### config.mk
export PLATFORM = sky130hd
export DESIGN_NAME = uart_top
export DESIGN_NICKNAME = d
export VERILOG_FILES = /design/src/hw/arch_defs_pkg.sv /design/src/hw/uart_top.sv /design/src/hw/uart_transmitter.sv /design/src/hw/uart_receiver.sv /design/src/hw/uart_wb_regs.sv
export SDC_FILE = /design/constraint.sdc
export NUM_CORES = 1
export LEC_CHECK = 0
export BUFFER_PORTS_ARGS = -buffer_cell sky130_fd_sc_hd__buf_4
export CAP_MARGIN = 10
export CELL_PAD_IN_SITES_DETAIL_PLACEMENT = 0
export CELL_PAD_IN_SITES_GLOBAL_PLACEMENT = 1
export CORE_UTILIZATION = 38
export DETAILED_ROUTE_END_ITERATION = 6
export PLACE_DENSITY = 0.66
export SLEW_MARGIN = 30
export SYNTH_ARGS = -nofsm -noshare
export SYNTH_HDL_FRONTEND = slang
export SYNTH_SLANG_ARGS = --single-unit
### constraint.sdc
create_clock -name clk -period 2.15 [get_ports clk]
set_input_delay 0.215 -clock clk [delete_from_list [all_inputs] [get_ports clk]]
set_output_delay 0.215 -clock clk [all_outputs]
set_load 0.05 [all_outputs]
### src/hw/arch_defs_pkg.sv
package arch_defs_pkg;

    // ================================================
    // Widths
    // ================================================
    localparam int DATA_WIDTH    = 8;   // Serial character and bus data
    localparam int WB_ADDR_WIDTH = 1;   // Word address, two registers

    // ================================================
    // Wishbone classic slave port
    // ================================================
    typedef struct packed {
        logic                     cyc;
        logic                     stb;
        logic                     we;
        logic [WB_ADDR_WIDTH-1:0] adr;
        logic [DATA_WIDTH-1:0]    dat_w;
    } wb_req_t;

    typedef struct packed {
        logic                  ack;
        logic [DATA_WIDTH-1:0] dat_r;
    } wb_rsp_t;

    // Receiver status, overrun in bit 1 and frame error in bit 0
    typedef struct packed {
        logic overrun;
        logic frame_err;
    } uart_rx_status_t;

    typedef enum logic [WB_ADDR_WIDTH-1:0] {
        REG_DATA   = WB_ADDR_WIDTH'(0),   // Write sends, read returns rx byte
        REG_STATUS = WB_ADDR_WIDTH'(1)    // Read only
    } uart_reg_addr_t;

    // ================================================
    // Engine states
    // ================================================
    typedef enum logic [2:0] {
        S_UART_RX_IDLE,
        S_UART_RX_VALIDATE_START,
        S_UART_RX_READ_DATA,
        S_UART_RX_STOP,
        S_UART_RX_DATA_READY
    } uart_fsm_state_t;

    typedef enum logic [1:0] {
        S_UART_TX_IDLE,
        S_UART_TX_START,
        S_UART_TX_DATA,
        S_UART_TX_STOP
    } uart_tx_state_t;

endpackage
### src/hw/uart_top.sv
module uart_top import arch_defs_pkg::*; #(
    parameter int CLOCK_SPEED       = 20_000_000,
    parameter int BAUD_RATE         = 9600,
    parameter int OVERSAMPLING_RATE = 16
) (
    input  logic    clk,
    input  logic    reset,
    input  wb_req_t i_wb,
    output wb_rsp_t o_wb,
    input  logic    i_rx_serial,
    output logic    o_tx_serial
);

    // ================================================
    // Internal links
    // ================================================
    logic                  rx_strobe;
    logic [DATA_WIDTH-1:0] rx_data;
    uart_rx_status_t       rx_status;
    logic                  rx_unread;    // rx_valid back to the receiver
    logic                  tx_start;
    logic [DATA_WIDTH-1:0] tx_data;
    logic                  tx_busy;

    uart_wb_regs u_regs (
        .clk                    (clk),
        .reset                  (reset),
        .i_wb                   (i_wb),
        .o_wb                   (o_wb),
        .i_rx_strobe_data_ready (rx_strobe),
        .i_rx_parallel_data     (rx_data),
        .i_rx_status            (rx_status),
        .o_rx_unread            (rx_unread),
        .o_tx_start             (tx_start),
        .o_tx_data              (tx_data),
        .i_tx_busy              (tx_busy)
    );

    uart_receiver #(
        .CLOCK_SPEED       (CLOCK_SPEED),
        .BAUD_RATE         (BAUD_RATE),
        .OVERSAMPLING_RATE (OVERSAMPLING_RATE),
        .WORD_SIZE         (DATA_WIDTH)
    ) u_rx (
        .clk                    (clk),
        .reset                  (reset),
        .i_rx_serial_in_data    (i_rx_serial),
        .i_rx_unread            (rx_unread),
        .o_rx_strobe_data_ready (rx_strobe),
        .o_rx_parallel_data_out (rx_data),
        .o_rx_status_reg        (rx_status)
    );

    uart_transmitter #(
        .CLOCK_SPEED       (CLOCK_SPEED),
        .BAUD_RATE         (BAUD_RATE),
        .OVERSAMPLING_RATE (OVERSAMPLING_RATE),
        .WORD_SIZE         (DATA_WIDTH)
    ) u_tx (
        .clk         (clk),
        .reset       (reset),
        .i_tx_start  (tx_start),
        .i_tx_data   (tx_data),
        .o_tx_busy   (tx_busy),
        .o_tx_serial (o_tx_serial)
    );

endmodule

### src/hw/uart_transmitter.sv
module uart_transmitter import arch_defs_pkg::*; #(
    parameter int CLOCK_SPEED       = 20_000_000,
    parameter int BAUD_RATE         = 9600,
    parameter int OVERSAMPLING_RATE = 16,
    parameter int WORD_SIZE         = DATA_WIDTH
) (
    input  logic                 clk,
    input  logic                 reset,
    input  logic                 i_tx_start,
    input  logic [WORD_SIZE-1:0] i_tx_data,
    output logic                 o_tx_busy,
    output logic                 o_tx_serial
);

    localparam int CYCLES_PER_SAMPLE = CLOCK_SPEED / (BAUD_RATE * OVERSAMPLING_RATE);
    localparam int BIT_PERIOD = CYCLES_PER_SAMPLE * OVERSAMPLING_RATE;   // Clocks per bit
    localparam int CYC_W = (BIT_PERIOD > 1) ? $clog2(BIT_PERIOD) : 1;
    localparam int IDX_W = (WORD_SIZE > 1) ? $clog2(WORD_SIZE) : 1;

    localparam logic [CYC_W-1:0] LAST_CYCLE = CYC_W'(BIT_PERIOD - 1);
    localparam logic [IDX_W-1:0] LAST_BIT   = IDX_W'(WORD_SIZE - 1);

    uart_tx_state_t       state;
    logic [CYC_W-1:0]     cycle_count;
    logic [IDX_W-1:0]     bit_index;
    logic [WORD_SIZE-1:0] tx_shift;    // Next data bit sits in bit 0
    logic                 bit_done;
    logic                 load;

    assign bit_done  = (cycle_count == LAST_CYCLE);
    assign load      = (state == S_UART_TX_IDLE) && i_tx_start;
    assign o_tx_busy = (state != S_UART_TX_IDLE);

    // ================================================
    // Bit timing and framing FSM
    // ================================================
    always_ff @(posedge clk) begin
        if (reset) begin
            state       <= S_UART_TX_IDLE;
            cycle_count <= '0;
            bit_index   <= '0;
            o_tx_serial <= 1'b1;
        end else begin
            if ((state == S_UART_TX_IDLE) || bit_done) begin
                cycle_count <= '0;
            end else begin
                cycle_count <= cycle_count + 1'b1;
            end

            case (state)
                S_UART_TX_IDLE: begin
                    if (i_tx_start) begin
                        state       <= S_UART_TX_START;
                        o_tx_serial <= 1'b0;   // Start bit
                    end
                end

                S_UART_TX_START: begin
                    if (bit_done) begin
                        state       <= S_UART_TX_DATA;
                        bit_index   <= '0;
                        o_tx_serial <= tx_shift[0];
                    end
                end

                S_UART_TX_DATA: begin
                    if (bit_done) begin
                        if (bit_index == LAST_BIT) begin
                            state       <= S_UART_TX_STOP;
                            o_tx_serial <= 1'b1;
                        end else begin
                            bit_index   <= bit_index + 1'b1;
                            o_tx_serial <= tx_shift[0];
                        end
                    end
                end

                S_UART_TX_STOP: begin
                    if (bit_done) state <= S_UART_TX_IDLE;   // Line already high
                end

                default: begin
                    state       <= S_UART_TX_IDLE;
                    o_tx_serial <= 1'b1;
                end
            endcase
        end
    end

    // Latched copy of the byte, shifted as each bit goes out
    always_ff @(posedge clk) begin
        if (load) begin
            tx_shift <= i_tx_data;
        end else if (bit_done && ((state == S_UART_TX_START) || (state == S_UART_TX_DATA))) begin
            tx_shift <= tx_shift >> 1;
        end
    end

    a_idle_line_high: assert property (@(posedge clk) disable iff (reset)
        (state == S_UART_TX_IDLE) |-> o_tx_serial);

endmodule

### src/hw/uart_receiver.sv
module uart_receiver import arch_defs_pkg::*; #(
    parameter int CLOCK_SPEED       = 20_000_000,
    parameter int BAUD_RATE         = 9600,
    parameter int OVERSAMPLING_RATE = 16,
    parameter int WORD_SIZE         = DATA_WIDTH
) (
    input  logic                 clk,
    input  logic                 reset,
    input  logic                 i_rx_serial_in_data,
    input  logic                 i_rx_unread,
    output logic                 o_rx_strobe_data_ready,
    output logic [WORD_SIZE-1:0] o_rx_parallel_data_out,
    output uart_rx_status_t      o_rx_status_reg
);

    localparam int CYCLES_PER_SAMPLE = CLOCK_SPEED / (BAUD_RATE * OVERSAMPLING_RATE);
    localparam int TIMER_W  = (CYCLES_PER_SAMPLE > 1) ? $clog2(CYCLES_PER_SAMPLE) : 1;
    localparam int SAMPLE_W = (OVERSAMPLING_RATE > 1) ? $clog2(OVERSAMPLING_RATE) : 1;
    localparam int BIT_CNT_W = (WORD_SIZE > 1) ? $clog2(WORD_SIZE) : 1;

    localparam logic [TIMER_W-1:0]   LAST_TICK   = TIMER_W'(CYCLES_PER_SAMPLE - 1);
    localparam logic [SAMPLE_W-1:0]  MID_SAMPLE  = SAMPLE_W'(OVERSAMPLING_RATE / 2 - 1);
    localparam logic [SAMPLE_W-1:0]  LAST_SAMPLE = SAMPLE_W'(OVERSAMPLING_RATE - 1);
    localparam logic [BIT_CNT_W-1:0] LAST_BIT    = BIT_CNT_W'(WORD_SIZE - 1);

    localparam logic LINE_IDLE = 1'b1;
    localparam logic START_BIT = 1'b0;
    localparam logic STOP_BIT  = 1'b1;

    // ================================================
    // Input synchronizer and start edge
    // ================================================
    logic sync_ff1;
    logic synced_serial;
    logic synced_prev;   // For falling edge only
    logic start_edge;

    always_ff @(posedge clk) begin
        if (reset) begin
            sync_ff1      <= LINE_IDLE;
            synced_serial <= LINE_IDLE;
            synced_prev   <= LINE_IDLE;
        end else begin
            sync_ff1      <= i_rx_serial_in_data;
            synced_serial <= sync_ff1;
            synced_prev   <= synced_serial;
        end
    end

    // A low tail after a bad stop bit is not a new start
    assign start_edge = (synced_prev == LINE_IDLE) && (synced_serial == START_BIT);

    // ================================================
    // Sample timer
    // ================================================
    logic [TIMER_W-1:0]  timer;
    logic [SAMPLE_W-1:0] sample_count;
    logic                timer_clear;
    logic                timer_run;
    logic                sample_tick;
    logic                event_middle_of_bit;
    logic                event_end_of_bit;

    assign sample_tick         = timer_run && (timer == LAST_TICK);
    assign event_middle_of_bit = sample_tick && (sample_count == MID_SAMPLE);
    assign event_end_of_bit    = sample_tick && (sample_count == LAST_SAMPLE);

    always_ff @(posedge clk) begin
        if (reset || timer_clear) begin
            timer        <= '0;
            sample_count <= '0;
        end else if (sample_tick) begin
            timer        <= '0;
            sample_count <= (sample_count == LAST_SAMPLE) ? '0 : sample_count + 1'b1;
        end else if (timer_run) begin
            timer <= timer + 1'b1;
        end
    end

    // ================================================
    // Control FSM
    // ================================================
    uart_fsm_state_t      state, next_state;
    logic [BIT_CNT_W-1:0] bit_count, next_bit_count;
    logic                 shift_en;
    logic                 flag_frame_err;
    logic                 clear_status;

    always_comb begin
        next_state     = state;
        next_bit_count = bit_count;
        timer_clear    = 1'b0;
        timer_run      = 1'b0;
        shift_en       = 1'b0;
        flag_frame_err = 1'b0;
        clear_status   = 1'b0;

        case (state)
            S_UART_RX_IDLE: begin
                if (start_edge) begin
                    next_state  = S_UART_RX_VALIDATE_START;
                    timer_clear = 1'b1;
                end
            end

            S_UART_RX_VALIDATE_START: begin
                timer_run = 1'b1;
                if (event_middle_of_bit) begin
                    if (synced_serial == START_BIT) begin
                        next_state     = S_UART_RX_READ_DATA;
                        next_bit_count = '0;
                        timer_clear    = 1'b1;   // Realign to mid-bit
                        clear_status   = 1'b1;
                    end else begin
                        next_state = S_UART_RX_IDLE;   // Glitch
                    end
                end
            end

            S_UART_RX_READ_DATA: begin
                timer_run = 1'b1;
                if (event_end_of_bit) begin
                    shift_en = 1'b1;
                    if (bit_count == LAST_BIT) begin
                        next_state = S_UART_RX_STOP;
                    end else begin
                        next_bit_count = bit_count + 1'b1;
                    end
                end
            end

            S_UART_RX_STOP: begin
                timer_run = 1'b1;
                if (event_end_of_bit) begin
                    if (synced_serial == STOP_BIT) begin
                        next_state = S_UART_RX_DATA_READY;
                    end else begin
                        next_state     = S_UART_RX_IDLE;
                        flag_frame_err = 1'b1;
                    end
                end
            end

            S_UART_RX_DATA_READY: next_state = S_UART_RX_IDLE;

            default: next_state = S_UART_RX_IDLE;
        endcase
    end

    always_ff @(posedge clk) begin
        if (reset) begin
            state     <= S_UART_RX_IDLE;
            bit_count <= '0;
        end else begin
            state     <= next_state;
            bit_count <= next_bit_count;
        end
    end

    // ================================================
    // Data path and status
    // ================================================
    logic [WORD_SIZE-1:0] rx_shift_reg;

    always_ff @(posedge clk) begin
        if (shift_en) begin
            rx_shift_reg <= {synced_serial, rx_shift_reg[WORD_SIZE-1:1]};   // LSB first
        end
    end

    always_ff @(posedge clk) begin
        if (reset || clear_status) begin
            o_rx_status_reg <= '0;
        end else begin
            if (flag_frame_err) o_rx_status_reg.frame_err <= 1'b1;
            // Previous byte still unread at completion
            if ((state == S_UART_RX_DATA_READY) && i_rx_unread) begin
                o_rx_status_reg.overrun <= 1'b1;
            end
        end
    end

    assign o_rx_parallel_data_out = rx_shift_reg;
    assign o_rx_strobe_data_ready = (state == S_UART_RX_DATA_READY);

    a_strobe_one_cycle: assert property (@(posedge clk) disable iff (reset)
        o_rx_strobe_data_ready |=> !o_rx_strobe_data_ready);

endmodule

### src/hw/uart_wb_regs.sv
module uart_wb_regs import arch_defs_pkg::*; (
    input  logic                  clk,
    input  logic                  reset,

    // Bus side
    input  wb_req_t               i_wb,
    output wb_rsp_t               o_wb,

    // Receiver side
    input  logic                  i_rx_strobe_data_ready,
    input  logic [DATA_WIDTH-1:0] i_rx_parallel_data,
    input  uart_rx_status_t       i_rx_status,
    output logic                  o_rx_unread,

    // Transmitter side
    output logic                  o_tx_start,
    output logic [DATA_WIDTH-1:0] o_tx_data,
    input  logic                  i_tx_busy
);

    logic                  ack_q;
    logic [DATA_WIDTH-1:0] rd_data_q;    // Captured when the request is accepted
    logic [DATA_WIDTH-1:0] rx_hold;      // Last received byte
    logic                  rx_valid;
    logic                  req_accept;
    logic                  data_write;
    logic                  data_read;
    uart_reg_addr_t        reg_addr;
    logic [DATA_WIDTH-1:0] status_word;
    logic [DATA_WIDTH-1:0] rd_mux;

    // ================================================
    // Request decode
    // ================================================
    assign reg_addr   = uart_reg_addr_t'(i_wb.adr);
    assign req_accept = i_wb.cyc && i_wb.stb && !ack_q;   // Every access takes two cycles
    assign data_write = req_accept && i_wb.we && (reg_addr == REG_DATA);
    assign data_read  = req_accept && !i_wb.we && (reg_addr == REG_DATA);

    // Status word: rx_valid, tx_busy, frame_err, overrun, rest zero
    always_comb begin
        status_word    = '0;
        status_word[0] = rx_valid;
        status_word[1] = i_tx_busy;
        status_word[2] = i_rx_status.frame_err;
        status_word[3] = i_rx_status.overrun;
    end

    always_comb begin
        case (reg_addr)
            REG_DATA:   rd_mux = rx_hold;
            REG_STATUS: rd_mux = status_word;
            default:    rd_mux = '0;
        endcase
    end

    // ================================================
    // Bus response
    // ================================================
    always_ff @(posedge clk) begin
        if (reset) begin
            ack_q <= 1'b0;
        end else begin
            ack_q <= req_accept;   // High for exactly one cycle
        end
    end

    always_ff @(posedge clk) begin
        if (req_accept && !i_wb.we) begin
            rd_data_q <= rd_mux;
        end
    end

    assign o_wb = '{ack: ack_q, dat_r: rd_data_q};

    // ================================================
    // Receive holding register
    // ================================================
    always_ff @(posedge clk) begin
        if (i_rx_strobe_data_ready) begin
            rx_hold <= i_rx_parallel_data;
        end
    end

    always_ff @(posedge clk) begin
        if (reset) begin
            rx_valid <= 1'b0;
        end else if (i_rx_strobe_data_ready) begin
            rx_valid <= 1'b1;   // A fresh byte wins over a read
        end else if (data_read) begin
            rx_valid <= 1'b0;
        end
    end

    assign o_rx_unread = rx_valid;

    // Transmit start, a write while busy is acked and dropped
    always_ff @(posedge clk) begin
        if (reset) begin
            o_tx_start <= 1'b0;
        end else begin
            o_tx_start <= data_write && !i_tx_busy;
        end
    end

    always_ff @(posedge clk) begin
        if (data_write && !i_tx_busy) begin
            o_tx_data <= i_wb.dat_w;
        end
    end

    a_ack_single_cycle: assert property (@(posedge clk) disable iff (reset)
        o_wb.ack |=> !o_wb.ack);

    // Transmitter must be idle whenever a start is issued
    a_no_start_when_busy: assert property (@(posedge clk) disable iff (reset)
        o_tx_start |-> !i_tx_busy);

endmodule

==> metrics.txt, run 1 <==
outcome=completed; worst hold start=i_wb[7]; Post-DRT Antenna Nets=0; vias per cell=5.02; startpoint types=flop; RSZ-0062 raised after global routing=false; Pint=2.43 mW; Setup crit start=u_rx.state[0]; P&R area growth vs syn=15.0%; Clock Skew=0.0135 ns; Synth Cell Area=3580 um2; worst hold path type=primary input to flop; Antenna diodes=0; Req. time, crit path=2.44 ns; clock power share=36.3%; period utilisation layout=92.2%; final WL=5980 um; Die Span Y=99.0 um; DP Worst Slack=0.124 ns; vias in the first global route=2142; Primary FF master, synth=dfxtp_1; max layer used=met4; FILL cells=874; Hold Path Depth=1; post-CTS setup-driven buffer insertion count=0; PortBufs=24; final setup TNS=0 ns; share of post-route cells with drive strength above 1=21.5%; Starting Density=38.9%; fin worst setup slack=0.168 ns; CP Max Fanout=10; critical path arrival=2.27 ns; DR pass1 iterations=4; final hold violations=0; CTS root buf=clkbuf_8; max incr delay on CP=0.53 ns; reg2reg start=u_rx.state[0]; slowest CP cell=or4b_4; DR DRC count=0; Slew HR=58.0%; Max Cap Viol=0; Leak=1.48 nW; Post-synth EDFFs=40; Routed met3 length=134 um; critical path type=flop to flop; worst r2r path cells=4; most common cell after layout, fill and taps aside=dfxtp_1; number of I/O pins=25; Critical Path Sink Type=flop; peak supply drop=0.347 mV; Slew Limit Fails=0; commonest cells after routing, fill and taps aside=dfxtp_1 (43), edfxtp_1 (40), buf_4 (32); syn_area_per_cell=11.6 um2; total CTS buffers=9; worst skew pair latency=0.35 ns; Synth Instances=309; nets@finish=366; fin crit period=1.98 ns; Starting DRT DRC Count=63; first-pass GRT wire length=9920 um; fmax=0.505 GHz; sw frac=26.0%; Warnings, synthesis=0; met2 wire length=2830 um; Distinct cells, synth=53; critical-path cell list=or4b_4, o32a_4, or4b_1, a21oi_1; Max H-tree Level=3; asr flop ratio synth=0%; Die X=99.0 um; Reg clk slew, reported paths=0.10 ns; Largest Register=u_tx.cycle_count; max reg flops=12; syn nets=336; Placer Congestion=0.773; DP HPWL=4170 um; Sw Pwr=0.855 mW; Global Route Usage Sum=13.1%; met1 WL=2960 um; row cnt=35; initial antenna violation count=0; combinational share of power=10.2%; die area=9810 um2; Max Buffers Root-to-Sink=2; core area=9200 um2; CTS tree=done; GRT overflow=0; wire length per cell=13.2 um; largest net degree at the start of global routing=25; Setup violations, final=0; DR vias=2286; power density over the cells=800 nW/um2; Slew @ Worst Pin=0.628 ns; Reg power frac=53.5%; Synth Register Bits=84; clock sinks=84; sequential area share after synthesis=58.2%
## repair_timing
action,in CTS,in global routing
endpoints found under the setup margin,0,1
hold buffers,0,0
resized for setup,0,1
## critical path: cells and delay by family (launching register included)
| family | cells | cell delay (ns) |
|---|---|---|
| compound gates | 2 | 0.40 |
| flops | 1 | 0.49 |
| simple gates | 2 | 1.04 |
## cells by family (layout without fill, tap and decap cells)
logic type | count (synthesis) | after routing | synth area share [%]
muxes | 13 | 13 | 4.02
adders and majority gates | 12 | 12 | 4.20
AOI/OAI and AO/OA | 45 | 45 | 8.88
DFF | 84 | 84 | 58.2
xor gates and xnor gates | 16 | 16 | 3.92
and+or+nand+nor | 117 | 117 | 18.1
buffers and inverters | 22 | 57 | 2.66
## through the flow
step / instance area [um2] / cells / hold WS [ns] / util [%] / total power, mW
finish: 4110 / 455 / 0.0362 / 44.7 / 3.29
global route: 4110 / 455 / 0.0113 / 44.7 / 3.43
CTS: 4110 / 455 / 0.0121 / 44.7 / 3.34
detailed placement: 3900 / 439 / 0.394 / 42.4 / 2.13
global placement: 3900 / 439 / 0.394 / 42.4 / 2.13
floorplan: 3580 / 309 / 0.314 / - / 2.04
## worst paths after layout
kind                          to  slack, ns
max            u_rx.bit_count[1]       0.17
min          u_regs.o_tx_data[7]       0.04
max reg2reg    u_rx.bit_count[1]       0.17
min reg2reg   u_rx.synced_serial       0.43
## synthesized netlist by cell type (all sizes together), types with 3 or more instances
cell type,n,area (um2)
nand4,7,43.8
buf,3,23.8
mux2,11,124
a211oi,3,22.5
xnor2,9,78.8
or2,4,25.0
nand3,9,45.0
and3,4,25.0
nand2,16,60.1
edfxtp,40,1200
nor2,29,109
o21ai,8,40.0
nor3,10,50.1
nor3b,3,22.5
dfxtp,44,881
nor4b,3,32.5
nand3b,3,22.5
a21oi,13,65.1
or4b,3,33.8
nor2b,7,43.8
or3,5,31.3
xor2,7,61.3
clkbuf,10,37.5
and2,3,18.8
ha,12,150
inv,9,33.8
a31oi,3,18.8
## layout make-up
type | count | area [um2] | share of cell area [%]
Inverter | 9 | 33.8 | 0.821
Clock inverter | 7 | 87.6 | 2.13
Multi-Input combinational cell | 203 | 1410 | 34.2
Sequential cell | 84 | 2080 | 50.6
Clock buffer | 9 | 124 | 3.01
Tap cell | 111 | 139 | 3.38
Timing Repair Buffer | 32 | 240 | 5.84
## power by group through the flow
stage          logic, mW  registers [mW]  clock network, mW
6_report           0.336            1.76               1.19
5_1_grt            0.375            1.77               1.29
4_1_cts            0.339            1.76               1.24
3_5_place_dp       0.338            1.79                  0
3_3_place_gp       0.338            1.79                  0
2_1_floorplan      0.240            1.80                  0
## layer usage
layer / track usage, % / vias to the layer above
met2: 21.6 / 18
met1: 16.1 / 1073
met3: 4.26 / 5
li1: - / 1190
met5: 0 / -
met4: 4.13 / 0
No activity file was read; power rests on OpenSTA's default activity.
==> inputs of run 2 (changes only) <==
MAX_ROUTING_LAYER = met4   (was not set)
PLACE_DENSITY = 0.63   (was 0.66)
SLEW_MARGIN = 20   (was 30)
clock period = 1.85 ns   (was 2.15 ns; I/O delays follow)
==> run 2 against run 1 <==
Against the previous run: via count rose by 5.0%; maximum frequency rose by 10%; final area rose by 8.2%; largest cell class unchanged; largest power group unchanged.
==> metrics.txt, run 2 (synthesis results as in run 1) <==
outcome=completed; Max Buffers Root-to-Sink=2; Starting DRT DRC Count=56; critical-path cell list=or4b_4, o32a_4, or4b_4, a21oi_2; fmax=0.557 GHz; combinational share of power=13.6%; max incr delay on CP=0.52 ns; Setup violations, final=0; register area=2090 um2; Max H-tree Level=3; clock sinks=84; nets@finish=402; Max Cap Viol=0; startpoint types=flop; Placer Congestion=0.812; critical path type=flop to flop; Sw Pwr=1.01 mW; first-pass GRT wire length=10700 um; CP Max Fanout=6; Slew HR=75.2%; final hold violations=0; wire length per cell=12.9 um; Starting Density=38.9%; Die Span Y=99.0 um; clock power share=32.8%; number of I/O pins=25; CTS tree=done; peak supply drop=0.364 mV; DR vias=2401; placed cells=463; die area=9810 um2; Req. time, crit path=2.14 ns; worst skew pair latency=0.36 ns; most common cell after layout, fill and taps aside=buf_4; Multi-input gate area=1450 um2; initial antenna violation count=0; Critical Path Most Common Cell=or4b_4; commonest cells after routing, fill and taps aside=buf_4 (57), dfxtp_1 (40), edfxtp_1 (40); Post-DRT Antenna Nets=0; critical path arrival=2.08 ns; period utilisation layout=97.1%; Die X=99.0 um; Critical Path Sink Type=flop; worst path bufs/invs=0; power density over the cells=850 nW/um2; slowest CP cell=or4b_4; total CTS buffers=9; Antenna diodes=0; Reg clk slew, reported paths=0.10 ns; Pint=2.77 mW; core area=9200 um2; final WL=6330 um; DR DRC count=0; Slew Limit Fails=0; Leak=1.66 nW; largest net degree at the start of global routing=18; worst hold path type=primary input to flop; GRT overflow=0; PortBufs=24; row cnt=35; Clock Skew=0.0182 ns; share of post-route cells with drive strength above 1=28.9%; DP HPWL=4480 um; Slew @ Worst Pin=0.371 ns; max reg flops=12; CTS root buf=clkbuf_8; P&R area growth vs syn=24.4%; Reg power frac=53.5%; Global Route Usage Sum=14.6%; sw frac=26.8%; cell family with the largest share of critical-path delay=simple AND/OR/NAND/NOR gates; final setup TNS=0 ns; vias in the first global route=2324; Largest Register=u_tx.cycle_count; non-filler cells, final=491; vias per cell=4.89; DR pass1 iterations=4; FILL cells=855; fin crit period=1.80 ns; RSZ-0062 raised after global routing=true
[run 2: per-stage QoR]
step / total power [mW] / utilization, % / hold slack (ns) / area, um2 / setup WS [ns]
5_1_grt: 3.98 / 48.4 / 0.0767 / 4450 / -0.00714
4_1_cts: 3.84 / 47.9 / 0.0610 / 4400 / 0.00145
3_3_place_gp: 2.56 / 44.8 / 0.363 / 4120 / 0.0398
6_report: 3.78 / 48.4 / 0.0924 / 4450 / 0.0539
2_1_floorplan: 2.38 / - / 0.284 / 3600 / -0.0370
3_5_place_dp: 2.56 / 44.8 / 0.365 / 4120 / 0.0103
[run 2: final cells by class]
cell class | count | area share, %
Clock buffer | 9 | 2.78
Timing Repair Buffer | 68 | 12.5
Tap cell | 111 | 3.12
Multi-Input combinational cell | 203 | 32.5
Inverter | 9 | 0.759
Sequential cell | 84 | 46.9
Clock inverter | 7 | 1.43
[run 2: worst paths after layout]
path                            cells past startpoint                       to  slack (ns)                           start
worst max-delay path                                4        u_rx.bit_count[2]        0.05                   u_rx.state[1]
worst min-delay path                                2  u_rx.o_rx_status_reg[1]        0.09                           reset
worst max register to register                      4        u_rx.bit_count[2]        0.05                   u_rx.state[1]
worst min register to register                      0        u_regs.rx_hold[0]        0.43  u_rx.o_rx_parallel_data_out[0]
[run 2: power by group through the flow]
stage	clock network (mW)	registers, mW	logic [mW]
floorplan	0	2.09	0.288
global placement	0	2.07	0.495
detailed placement	0	2.07	0.493
CTS	1.30	2.03	0.510
global route	1.37	2.03	0.571
finish	1.24	2.03	0.516
[run 2: repair_timing]
item	CTS	global route
cloned	0	0
gates resized for setup	2	8
pin swaps	1	4
hold buffers	9	0
endpoints found under the setup margin	2	8
endpoints found under the hold margin	9	0
setup buffers	0	3
[run 2: per-layer routing]
metal  wire length (um)  part of all wire, %  global-route usage, %
met4                 54                 0.85                   6.54
met5                  0                    0                      -
met3                155                  2.4                   3.62
met1               3160                   50                   18.1
met2               2960                   47                   22.6
==> inputs of run 3 (changes only) <==
CTS_CLUSTER_DIAMETER = 50   (was not set)
SKIP_CTS_REPAIR_TIMING = 1   (was not set)
SYNTH_HIERARCHICAL = 1   (was not set)
==> run 3 against run 2 <==
Against the previous run: sequential power is essentially flat; first-iteration DRC count grew 80%; register-to-register slack gained 0.095 ns; critical path depth grew 2; clock power grew 4%; clock skew shrank 0.0057 ns; final cell count grew 1.0%; via count grew 1.2%; largest cell class unchanged.
==> metrics.txt, run 3 <==
RSZ-0062 raised after global routing=false; post-layout util=47.2%; die area=10100 um2; hold path endpoint=u_regs/o_tx_start; startpoint types=flop; worst reg-to-reg setup slack=0.15 ns; Antenna diodes=0; commonest cells after routing, fill and taps aside=dfxtp_1 (44), edfxtp_1 (40), buf_4 (39); Leak=1.57 nW; Post-synth top cells=dfxtp_1 (44), edfxtp_1 (40), nor2_1 (29); dominant cell type by area after synthesis=edfxtp_1; nets@finish=390; fin crit period=1.70 ns; final setup TNS=0 ns; row cnt=35; Hold Path Depth=2; Largest Register=u_tx/cycle_count; worst skew pair latency=0.36 ns; Distinct cells, synth=58; initial antenna violation count=0; PortBufs=24; Synth Cell Area=3670 um2; largest net degree at the start of global routing=27; vias in the first global route=2236; period utilisation layout=91.9%; clock sinks=84; Primary FF master, synth=dfxtp_1; RR Endpoint=u_regs/o_tx_data[0]; fmax=0.588 GHz; Slew @ Worst Pin=0.368 ns; Req. time, crit path=1.92 ns; DR vias=2430; Starting DRT DRC Count=101; worst r2r path cells=6; total CTS buffers=9; non-filler cells, final=496; Die X=100 um; critical path arrival=1.77 ns; Warnings, synthesis=6; number of I/O pins=25; max reg flops=12; Setup violations, final=0; Slew HR=75.4%; final hold violations=0; Post-synth EDFFs=40; core area=9280 um2; peak supply drop=0.359 mV; Synth area leaders=edfxtp_1 (33%), dfxtp_1 (24%), ha_1 (4.4%); wire length per cell=13.0 um; Max H-tree Level=3; Slew Limit Fails=0; vias per cell=4.90; DR pass1 iterations=4; syn nets=340; worst hold path type=primary input to flop; GRT overflow=0; placed cells=471; Clock Skew=0.0124 ns; P&R area growth vs syn=19.4%; syn_area_per_cell=11.8 um2; DP Worst Slack=0.133 ns; critical path type=flop to flop; Starting Density=39.6%; share of post-route cells with drive strength above 1=23.7%; top-area cell type share of the netlist area=32.7%; most common cell after layout, fill and taps aside=dfxtp_1; sequential area share after synthesis=56.7%; Die Span Y=100 um; Reg clk slew, reported paths=0.10 ns; CTS tree=done; CP Max Fanout=8; Critical Path Sink Type=flop; most common cell in the synthesized netlist=dfxtp_1; DP HPWL=4510 um; CTS root buf=clkbuf_8; Global Route Usage Sum=14.5%; DR DRC count=0; Placer Congestion=0.745; Post-DRT Antenna Nets=0; Synth Instances=312; reg2reg start=u_tx/state[0]; Max Buffers Root-to-Sink=2; FILL cells=897; worst hold start=i_wb[8]; asr flop ratio synth=0%; Synth Register Bits=84; first-pass GRT wire length=11000 um; power density over the cells=830 nW/um2; Max Cap Viol=0; fin worst setup slack=0.149 ns; final WL=6460 um; outcome=completed
==> run 3: worst max-delay path, stage by stage, from the launching register on <==
cell      delay (ns)
dfxtp_1         0.34
inv_1           0.12
ha_1            0.25
inv_1           0.12
nand2b_1        0.19
nor3_1          0.17
buf_4           0.21
==> run 3: power by group <==
group          switching, mW  internal [mW]
clock network          0.756          0.536
registers             0.0257           1.98
logic                  0.204          0.136
total                  0.986           2.66
==> run 3: layer usage <==
metal | up-vias | wire length [um] | track usage (%)
met5 | - | 0 | -
met4 | 0 | 84 | 4.91
met3 | 7 | 214 | 4.39
met2 | 37 | 3010 | 22.3
met1 | 1149 | 3150 | 18.3
li1 | 1237 | - | -
==> run 3: logic make-up (layout without fill, tap and decap cells) <==
group	Yosys count	count (layout)	share of synthesized area, %
compound gates	41	41	7.43
flops	84	84	56.7
fa+ha+maj	13	13	4.43
simple gates	122	122	19.9
mux	14	14	4.50
buf+inv	20	75	2.73
xor+xnor	18	18	4.29
==> run 3: how the worst max path moves through the flow <==
| stage | from | end | cells after the start |
|---|---|---|---|
| 2_1_floorplan | u_tx/state[0] | u_regs/o_tx_data[0] | 5 |
| 3_3_place_gp | u_tx/state[0] | u_regs/o_tx_data[3] | 6 |
| 3_5_place_dp | u_tx/state[0] | u_regs/o_tx_data[2] | 6 |
| 4_1_cts | u_tx/state[0] | u_regs/o_tx_data[0] | 6 |
| 5_1_grt | u_tx/state[0] | u_regs/o_tx_data[0] | 6 |
| 6_report | u_tx/state[0] | u_regs/o_tx_data[0] | 6 |
==> run 3: through the flow <==
stage	total power, mW	hold WS, ns	area [um2]
after floorplan	2.27	0.250	3680
after global placement	2.38	0.365	4100
after detailed placement	2.38	0.366	4100
after CTS	3.70	-0.0237	4300
after global routing	3.82	0.118	4390
final	3.64	0.126	4390
==> run 3: area by class of cell <==
type	instances	area [um2]	share of cell area [%]
Inverter	10	37.5	0.856
Multi-Input combinational cell	208	1500	34.2
Timing Repair Buffer	49	403	9.19
Clock inverter	7	76.3	1.74
Clock buffer	9	124	2.82
Sequential cell	84	2080	47.5
Tap cell	129	161	3.68
